## src/design/isaPkg.sv

```systemverilog
package isaPkg;

    // instruction and data words
    typedef logic [31:0] word_t;

    // instruction fields
    typedef logic [5:0] opcode_t;
    typedef logic [5:0] funct_t;
    typedef logic [4:0] regIdx_t;
    typedef logic [15:0] imm_t;
    typedef logic [25:0] jumpIndex_t;

    // control-flow class of the instruction in ID
    typedef logic [1:0] instrClass_t;

    // field positions within an instruction word
    localparam int opcodeMsb = 31;
    localparam int opcodeLsb = 26;
    localparam int rtMsb = 20;
    localparam int rtLsb = 16;
    localparam int immMsb = 15;
    localparam int immLsb = 0;
    localparam int indexMsb = 25;
    localparam int indexLsb = 0;
    localparam int functMsb = 5;
    localparam int functLsb = 0;

    // primary opcodes
    localparam opcode_t opSpecial = 6'd0;
    localparam opcode_t opRegImm = 6'd1;
    localparam opcode_t opJ = 6'd2;
    localparam opcode_t opJal = 6'd3;
    localparam opcode_t opBeq = 6'd4;
    localparam opcode_t opBne = 6'd5;
    localparam opcode_t opBlez = 6'd6;
    localparam opcode_t opBgtz = 6'd7;

    // funct codes under opSpecial
    localparam funct_t functJr = 6'd8;
    localparam funct_t functJalr = 6'd9;

    // regimm branches sit at rt 0, 1, 16 and 17; the traps use rt 8 to 14
    localparam logic [2:0] regImmBranchMid = 3'b000;

    // control-flow classes
    localparam instrClass_t classSeq = 2'd0;
    localparam instrClass_t classBranch = 2'd1;
    localparam instrClass_t classJumpImm = 2'd2;
    localparam instrClass_t classJumpReg = 2'd3;

endpackage

```

## src/design/sysPkg.sv

```systemverilog
package sysPkg;

    // byte address
    typedef logic [31:0] addr_t;

    // word address, bits 31 to 2 of a byte address
    typedef logic [29:0] epc_t;

    // exception code, bits 6 to 2 of the cause field
    typedef logic [4:0] excCode_t;

    // kernel control from coprocessor 0
    typedef logic [1:0] kctrl_t;

    // address map
    localparam addr_t textStart = 32'h0000_3000;
    // exclusive upper bound of the fetchable region
    localparam addr_t textEnd = 32'h0000_5000;
    localparam addr_t kernelStart = 32'h0000_4180;

    // exception codes
    localparam excCode_t excNone = 5'd0;
    // address error on load or fetch
    localparam excCode_t excAdEL = 5'd4;

    // kernel control codes
    localparam kctrl_t kctrlNone = 2'd0;
    localparam kctrl_t kctrlKernelEntry = 2'd1;
    localparam kctrl_t kctrlEret = 2'd2;

endpackage

```

## src/design/fetchStage.sv

```systemverilog
module fetchStage (
    input logic clk,
    input logic rst_n,
    // hazard unit
    input logic stall,
    input logic clr,
    input logic stallPc,
    // ID stage
    input isaPkg::word_t idInstr,
    input logic cmp,
    input sysPkg::addr_t jumpReg,
    // coprocessor 0
    input sysPkg::kctrl_t kernelCtrl,
    input sysPkg::epc_t epc,
    // instruction memory
    output sysPkg::addr_t imAddr,
    input isaPkg::word_t imCode,
    // IF side
    output sysPkg::addr_t pcIf,
    output logic delaySlotIf,
    // IF/ID register
    output isaPkg::word_t idCode,
    output sysPkg::addr_t idPc,
    output sysPkg::excCode_t idExc,
    output logic idDelaySlot
);
    import isaPkg::*;
    import sysPkg::*;

    addr_t pc;
    addr_t nextPc;
    excCode_t pcExc;
    logic delaySlot;

    nextPcUnit npc (
        .pc(pc),
        .instr(idInstr),
        .cmp(cmp),
        .jumpReg(jumpReg),
        .kernelCtrl(kernelCtrl),
        .epc(epc),
        .nextPc(nextPc),
        .delaySlot(delaySlot)
    );

    // pc only advances while the hazard unit allows it
    pcReg pcRegister (
        .clk(clk),
        .rst_n(rst_n),
        .en(~stallPc),
        .nextPc(nextPc),
        .pc(pc),
        .exc(pcExc)
    );

    assign imAddr = pc;
    assign pcIf = pc;

    // word being fetched now sits in the delay slot of the ID instruction
    assign delaySlotIf = delaySlot;

    // IF/ID pipeline register, clear wins over stall
    always_ff @(posedge clk or negedge rst_n) begin
        if (!rst_n) begin
            idCode <= '0;
            idPc <= '0;
            idExc <= excNone;
            idDelaySlot <= 1'b0;
        end else if (clr) begin
            idCode <= '0;
            idPc <= '0;
            idExc <= excNone;
            idDelaySlot <= 1'b0;
        end else if (!stall) begin
            idCode <= imCode;
            idPc <= pc;
            idExc <= pcExc;
            idDelaySlot <= delaySlot;
        end
    end

endmodule

```

## src/design/instrClassifier.sv

```systemverilog
module instrClassifier (
    input isaPkg::word_t instr,
    output isaPkg::instrClass_t instrClass
);
    import isaPkg::*;

    opcode_t opcode;
    funct_t funct;
    regIdx_t rt;

    assign opcode = instr[opcodeMsb:opcodeLsb];
    assign funct = instr[functMsb:functLsb];
    assign rt = instr[rtMsb:rtLsb];

    always_comb begin
        instrClass = classSeq;
        case (opcode)
            opSpecial: begin
                // only jr and jalr redirect among the special ops
                if (funct == functJr || funct == functJalr) begin
                    instrClass = classJumpReg;
                end
            end
            opRegImm: begin
                // bltz, bgez, bltzal, bgezal
                if (rt[3:1] == regImmBranchMid) begin
                    instrClass = classBranch;
                end
            end
            opJ, opJal: begin
                instrClass = classJumpImm;
            end
            opBeq, opBne, opBlez, opBgtz: begin
                instrClass = classBranch;
            end
            default: begin
                instrClass = classSeq;
            end
        endcase
    end

endmodule

```

## src/design/nextPcUnit.sv

```systemverilog
module nextPcUnit (
    input sysPkg::addr_t pc,
    input isaPkg::word_t instr,
    input logic cmp,
    input sysPkg::addr_t jumpReg,
    input sysPkg::kctrl_t kernelCtrl,
    input sysPkg::epc_t epc,
    output sysPkg::addr_t nextPc,
    output logic delaySlot
);
    import isaPkg::*;
    import sysPkg::*;

    instrClass_t instrClass;
    imm_t imm16;
    jumpIndex_t jumpIndex;
    addr_t branchOffset;
    addr_t branchTarget;
    addr_t jumpTarget;
    addr_t seqPc;
    logic programEnd;

    instrClassifier classifier (
        .instr(instr),
        .instrClass(instrClass)
    );

    assign imm16 = instr[immMsb:immLsb];
    assign jumpIndex = instr[indexMsb:indexLsb];

    // offset is relative to the delay-slot pc, which is the current fetch pc
    assign branchOffset = {{14{imm16[15]}}, imm16, 2'b00};
    assign branchTarget = pc + branchOffset;

    // region bits come from the delay-slot pc
    assign jumpTarget = {pc[31:28], jumpIndex, 2'b00};

    assign seqPc = pc + 32'd4;

    // last word before the handler marks the end of the user program
    assign programEnd = (pc == kernelStart - 32'd4);

    // taken or not, the next fetch after a branch is its delay slot
    assign delaySlot = (instrClass != classSeq);

    always_comb begin
        if (kernelCtrl == kctrlKernelEntry) begin
            nextPc = kernelStart;
        end else if (kernelCtrl == kctrlEret) begin
            nextPc = {epc, 2'b00};
        end else if (programEnd) begin
            nextPc = pc;
        end else begin
            case (instrClass)
                classJumpReg: begin
                    nextPc = jumpReg;
                end
                classJumpImm: begin
                    nextPc = jumpTarget;
                end
                classBranch: begin
                    nextPc = cmp ? branchTarget : seqPc;
                end
                default: begin
                    nextPc = seqPc;
                end
            endcase
        end
    end

endmodule

```

## src/design/pcReg.sv

```systemverilog
module pcReg (
    input logic clk,
    input logic rst_n,
    input logic en,
    input sysPkg::addr_t nextPc,
    output sysPkg::addr_t pc,
    output sysPkg::excCode_t exc
);
    import sysPkg::*;

    logic outOfText;
    logic misaligned;

    always_ff @(posedge clk or negedge rst_n) begin
        if (!rst_n) begin
            pc <= textStart;
        end else if (en) begin
            pc <= nextPc;
        end
    end

    // fetch address checks
    assign outOfText = (pc < textStart) || (pc >= textEnd);
    assign misaligned = (pc[1:0] != 2'b00);

    assign exc = (outOfText || misaligned) ? excAdEL : excNone;

endmodule

```

## config.mk

```make
export PLATFORM = sky130hd
export DESIGN_NAME = fetchStage
export DESIGN_NICKNAME = d
export VERILOG_FILES = /design/src/design/isaPkg.sv /design/src/design/sysPkg.sv /design/src/design/fetchStage.sv /design/src/design/instrClassifier.sv /design/src/design/nextPcUnit.sv /design/src/design/pcReg.sv
export SDC_FILE = /design/constraint.sdc
export NUM_CORES = 1
export LEC_CHECK = 0
export BUFFER_PORTS_ARGS = -buffer_cell sky130_fd_sc_hd__buf_2
export CAP_MARGIN = 30
export CORE_MARGIN = 1
export CORE_UTILIZATION = 35
export DETAILED_ROUTE_END_ITERATION = 10
export PLACE_DENSITY = 0.69
export SYNTH_ARGS = -nofsm -noshare
export SYNTH_HDL_FRONTEND = slang
export SYNTH_SLANG_ARGS = --single-unit
```

## constraint.sdc

```tcl
create_clock -name clk -period 4 [get_ports clk]
set_clock_uncertainty 0.15 [all_clocks]
set_input_delay 0.6 -clock clk [delete_from_list [all_inputs] [get_ports clk]]
set_output_delay 0.6 -clock clk [all_outputs]
set_load 0.03 [all_outputs]
```

* Word level (Yosys, flattened, before mapping) *
Cells that the tools add are included.

storage, ports and cells
  input port bits = 134
  logic and storage cells = 57
  register bits = 102

operators by class
  bitwise logic cells = 1
  magnitude comparators = 2
  muxes and demuxes = 17
  $add $sub $neg = 2
  reductions and logical operators = 11
  equal/unequal tests = 18

operators by type and width
  operator                                                              number
  2-to-1 mux 32 bit                                                     8
  one-hot mux 32 bit (3 select lines)                                   1
  adder 32 x 3 -> 32 bit (second input constant)                        1
  adder 32 bit                                                          1
  == test 32 x 15 -> 1 bit (second input constant)                      1
  greater-or-equal comparator 32 x 15 -> 1 bit (second input constant)  1
  less-than comparator 32 x 14 -> 1 bit (second input constant)         1
  == test 6 x 3 -> 1 bit (second input constant)                        4
  == test 6 x 2 -> 1 bit (second input constant)                        2
  == test 6 x 4 -> 1 bit (second input constant)                        2
  2-to-1 mux 5 bit                                                      2
  one-hot mux 2 bit (4 select lines)                                    1
  == test 2 bit (second input constant)                                 3
  == test 6 x 1 -> 1 bit (second input constant)                        1
  logical NOT 6 bit                                                     1
  == test 2 x 1 -> 1 bit (second input constant)                        2
  nonzero test 2 bit                                                    2
  OR reduction 4 bit                                                    1
  logical NOT 3 bit                                                     1
  logical OR 1 bit                                                      3
  2-to-1 mux 1 bit                                                      3
  2-to-1 mux 3 bit                                                      1
  inequality test 3 x 1 -> 1 bit (second input constant)                1
  inequality test 3 bit (second input constant)                         1
  other kinds (6)                                                       6

* Longest topological paths before layout *
  depth in word-level cells = 9
  gate-level depth with buffers = 12

* By module *
From an unflattened synthesis, not the netlist that was laid out.

second synthesis, totals
  cell total of the unflattened synthesis = 931
  area total of the unflattened synthesis = 8,356.8 µm²

modules (own cells, without submodules)
  module           instances  cells each  area an instance (µm²)
  nextPcUnit       1          581         3,743.6
  fetchStage       1          259         3,106.7
  pcReg            1          83          1,440.1
  instrClassifier  1          8           66.3

* Worst setup path after synthesis *
OpenSTA, ideal clock, no wires.

  path type = flip-flop to flip-flop
  from = reg pcRegister.pc[6]
  to = reg pcRegister.pc[20]
  required time = 3,782 ps
  arrival time = 2,786 ps
  path slack = 995 ps
  stages on the path, launching flop included = 11
  clock period less this slack = 3,005 ps
  buffers on the path = 0
  cell sequence = dfrtp_1 > ha_1 > a21o_1 > a2111oi_4 > a21oi_2 > or4_1 > a21oi_1 > xnor2_1 > a21oi_1 > a211o_1 > nand3_1

between the ends
  longest elaborated chain between the ends = 6
  elaborated cells on any way between the ends = 10
  those cells by class = add/sub: 2; eq/ne: 2; mux: 5; reduce/logical: 1

ends and longest elaborated chain
  what                                                    line                                text
  from (decl)                                             pcReg.sv:6                          output sysPkg::addr_t pc,
  from (signal assigned)                                  pcReg.sv:16                         pc <= textStart;
  from (signal assigned)                                  pcReg.sv:18                         pc <= nextPc;
  adder 32 x 3 -> 32 bit or adder 32 bit (tied branches)  nextPcUnit.sv:38, nextPcUnit.sv:33
  2-to-1 mux 32 bit                                       nextPcUnit.sv:62                    nextPc = cmp ? branchTarget : seqPc;
  one-hot mux 32 bit (3 select lines)                     nextPcUnit.sv:54                    case (instrClass)
  2-to-1 mux 32 bit                                       nextPcUnit.sv:51                    end else if (programEnd) begin
  2-to-1 mux 32 bit                                       nextPcUnit.sv:49                    end else if (kernelCtrl == kctrlEret) begin
  2-to-1 mux 32 bit                                       nextPcUnit.sv:47                    if (kernelCtrl == kctrlKernelEntry) begin

Several ways; a longest one is shown, not always the timed one. The select of a mux whose other input is x is not followed.
A chain may end at the register's enable or synchronous reset.

* Worst setup path in the final report *
  from = reg pcRegister.pc[2]
  to = reg pcRegister.pc[30]

Same word-level chain as after synthesis.

==> impl_metrics.json <==
{
  "drtIter0Drc": 680,
  "wl_um": 29300,
  "drv_slew": 0,
  "ant_nets": 0,
  "yosys_warnings": 0,
  "crit_arrival_ns": 3.44,
  "finish.utilization": 0.440,
  "setup.worst_path.end_class": "flop",
  "io_pins": 269,
  "drv_cap": 0,
  "grt_pass1_wl_um": 43100,
  "hpwl_um": 22400,
  "die_h_um": 152,
  "cp-start-kind": "flop",
  "gp_congestion": 0.996,
  "antenna_found_initial": 1,
  "ir_worst_vdd_v": 0.000188,
  "ys_seq_area_frac": 0.313,
  "instances_no_fill": 1443,
  "required_ns": 4.08,
  "drt_first_pass_iters": 5,
  "start_util": 0.358,
  "async_flop_share": 1.00,
  "grt_max_degree": 72,
  "drive_gt1_frac": 0.297,
  "die-area_mm2": 0.0230,
  "nets": 1325,
  "cts.htree.levels": 3,
  "power_density_mw_per_mm2": 374,
  "clkSinkCount": 98,
  "p_leak_nw": 4.91,
  "post-place-ws_ns": 0.444,
  "fmax_mhz": 298,
  "nFillCells": 2243,
  "max_slew_margin": 0.566,
  "min_period_ns": 3.36,
  "die_x_um": 152,
  "dpl-instance-area_mm2": 0.00929,
  "fin_ws_ns": 0.639,
  "clock_latency_ns": 0.36,
  "row_count": 54,
  "synth_flop_cell": "dfrtp_1",
  "worstMarginPinSlew_ns": 0.650,
  "dp_cells": 1424,
  "final_cell_mix": "buf_2 (262), nor2_1 (124), dfrtp_1 (96)",
  "netlist_instances": 928,
  "rsz0062_at_grt": "no",
  "remaining_drc_errors": 0,
  "synth_edf_count": 0,
  "design_area_mm2": 0.00964,
  "cts.path.max_buffers": 2,
  "clkSlewWorstSetupHoldPaths_ns": 0.08,
  "tns_ns": 0,
  "avgSynthCellArea_um2": 8.44,
  "fp.coreArea_mm2": 0.0219,
  "criticalPathCategory": "flop to flop",
  "cts_tree": "yes",
  "first_global_vias": 7501,
  "vias": 8308,
  "grt_util_all_layers": 0.250,
  "numPortBuffers": 264,
  "status": "finished, final reports clean",
  "final_common_cell": "buf_2",
  "syn_to_final_growth_pct": 23.0,
  "synth_area_mm2": 0.00783,
  "synth.distinct_cells": 83,
  "clock-root-buffer": "clkbuf_16",
  "yosys_register_bits": 98,
  "min_period_over_period": 0.840,
  "viasPerCell": 5.76,
  "cts_buffers": 9,
  "finalHoldViolations": 0,
  "overflow": 0,
  "setup_viol": 0,
  "detail_route.wl_per_cell_um": 20.3,
  "worstPathMaxFanout": 9,
  "min_path_type": "primary input to flop"
}
## routing by layer
metal | track usage | wire, um
met5 | 0 | 0
met4 | 0.131 | 1370
met3 | 0.0446 | 2630
met2 | 0.408 | 13700
met1 | 0.315 | 11600
## area by class of cell
class,count,area (um^2),share of cell area
clock buffer,9,225,0.0234
antenna,1,2.50,0.000260
multi-input combinational,728,4810,0.499
clock inverter,7,76.3,0.00792
tap,280,350,0.0364
inverter,17,63.8,0.00662
sequential,98,2450,0.255
timing repair buffer,303,1650,0.172
## report_power, final
part           switching, mW  internal (mW)
clock network          0.451          0.447
registers              0.116           1.08
logic                  0.967          0.547
## logic make-up after synthesis
kind of cell	synth area share
AO/OA/AOI/OAI	0.212
XOR/XNOR	0.0570
adder cells (fa/ha/maj)	0.0553
buffers and inverters	0.0741
flip-flops	0.313
multiplexers	0.0869
other	0.000479
AND/OR/NAND/NOR	0.201
## state kept, by name, summed over array words and instances, names as in the netlist
signal,cells
idPc,32
idExc,1
idCode,32
pcRegister.pc,32
idDelaySlot,1
## cells in the mapped netlist, types with 9 or more instances
cell type / count / area [um^2]
dfrtp_1: 96 / 2400
buf_2: 13 / 65.1
a21oi_1: 68 / 340
buf_4: 41 / 308
xor2_1: 17 / 149
mux2i_1: 68 / 681
o21ai_0: 25 / 125
nand2b_1: 9 / 56.3
nand3_1: 23 / 115
nor3_1: 16 / 80.1
inv_1: 15 / 56.3
nand4_1: 11 / 68.8
ha_1: 33 / 413
nor2b_1: 11 / 68.8
clkbuf_1: 27 / 101
o21ai_1: 23 / 115
nor2_1: 124 / 465
o22ai_1: 15 / 93.8
a211oi_1: 9 / 67.6
nand2_1: 68 / 255
a221oi_1: 13 / 114
xnor2_1: 34 / 298
and3_1: 22 / 138
a21o_1: 21 / 158
## metrics by stage
| stage | power (mW) | hold slack, ns |
|---|---|---|
| final | 3.60 | 0.329 |
| after global routing | 3.79 | 0.321 |
| after CTS | 3.61 | 0.289 |
| after detailed placement | 2.70 | 0.357 |
| after global placement | 2.69 | 0.349 |
| after floorplan | 2.25 | 0.154 |
## what timing repair did
item	CTS	global route
gates resized for setup	0	0
hold endpoints to repair	0	4
hold buffers	0	1
buffers inserted	0	0
## critical path, cell delays in order (launching register included)
cell	delay (ns)
dfrtp_1	0.53
ha_1	0.24
inv_1	0.06
fa_1	0.40
nor2b_1	0.17
o2111ai_1	0.22
a21oi_2	0.31
a211oi_2	0.16
o21ai_2	0.21
a311oi_2	0.15
nor2b_1	0.25
mux2i_1	0.23
o221ai_1	0.14
## path summary, 6_finish.rpt
kind	from	to	slack [ns]	cells after the start
worst min-delay path	imCode[26]	idCode[26]	0.33	3
worst max register to register	pcRegister.pc[2]	pcRegister.pc[30]	0.64	12
max in group asynchronous	rst_n	idCode[31]	2.31	4
min in group asynchronous	rst_n	idPc[7]	0.43	2
worst min register to register	idCode[2]	idCode[2]	0.37	2
worst max-delay path	pcRegister.pc[2]	pcRegister.pc[30]	0.64	12
No activity file was read; power rests on OpenSTA's default activity.
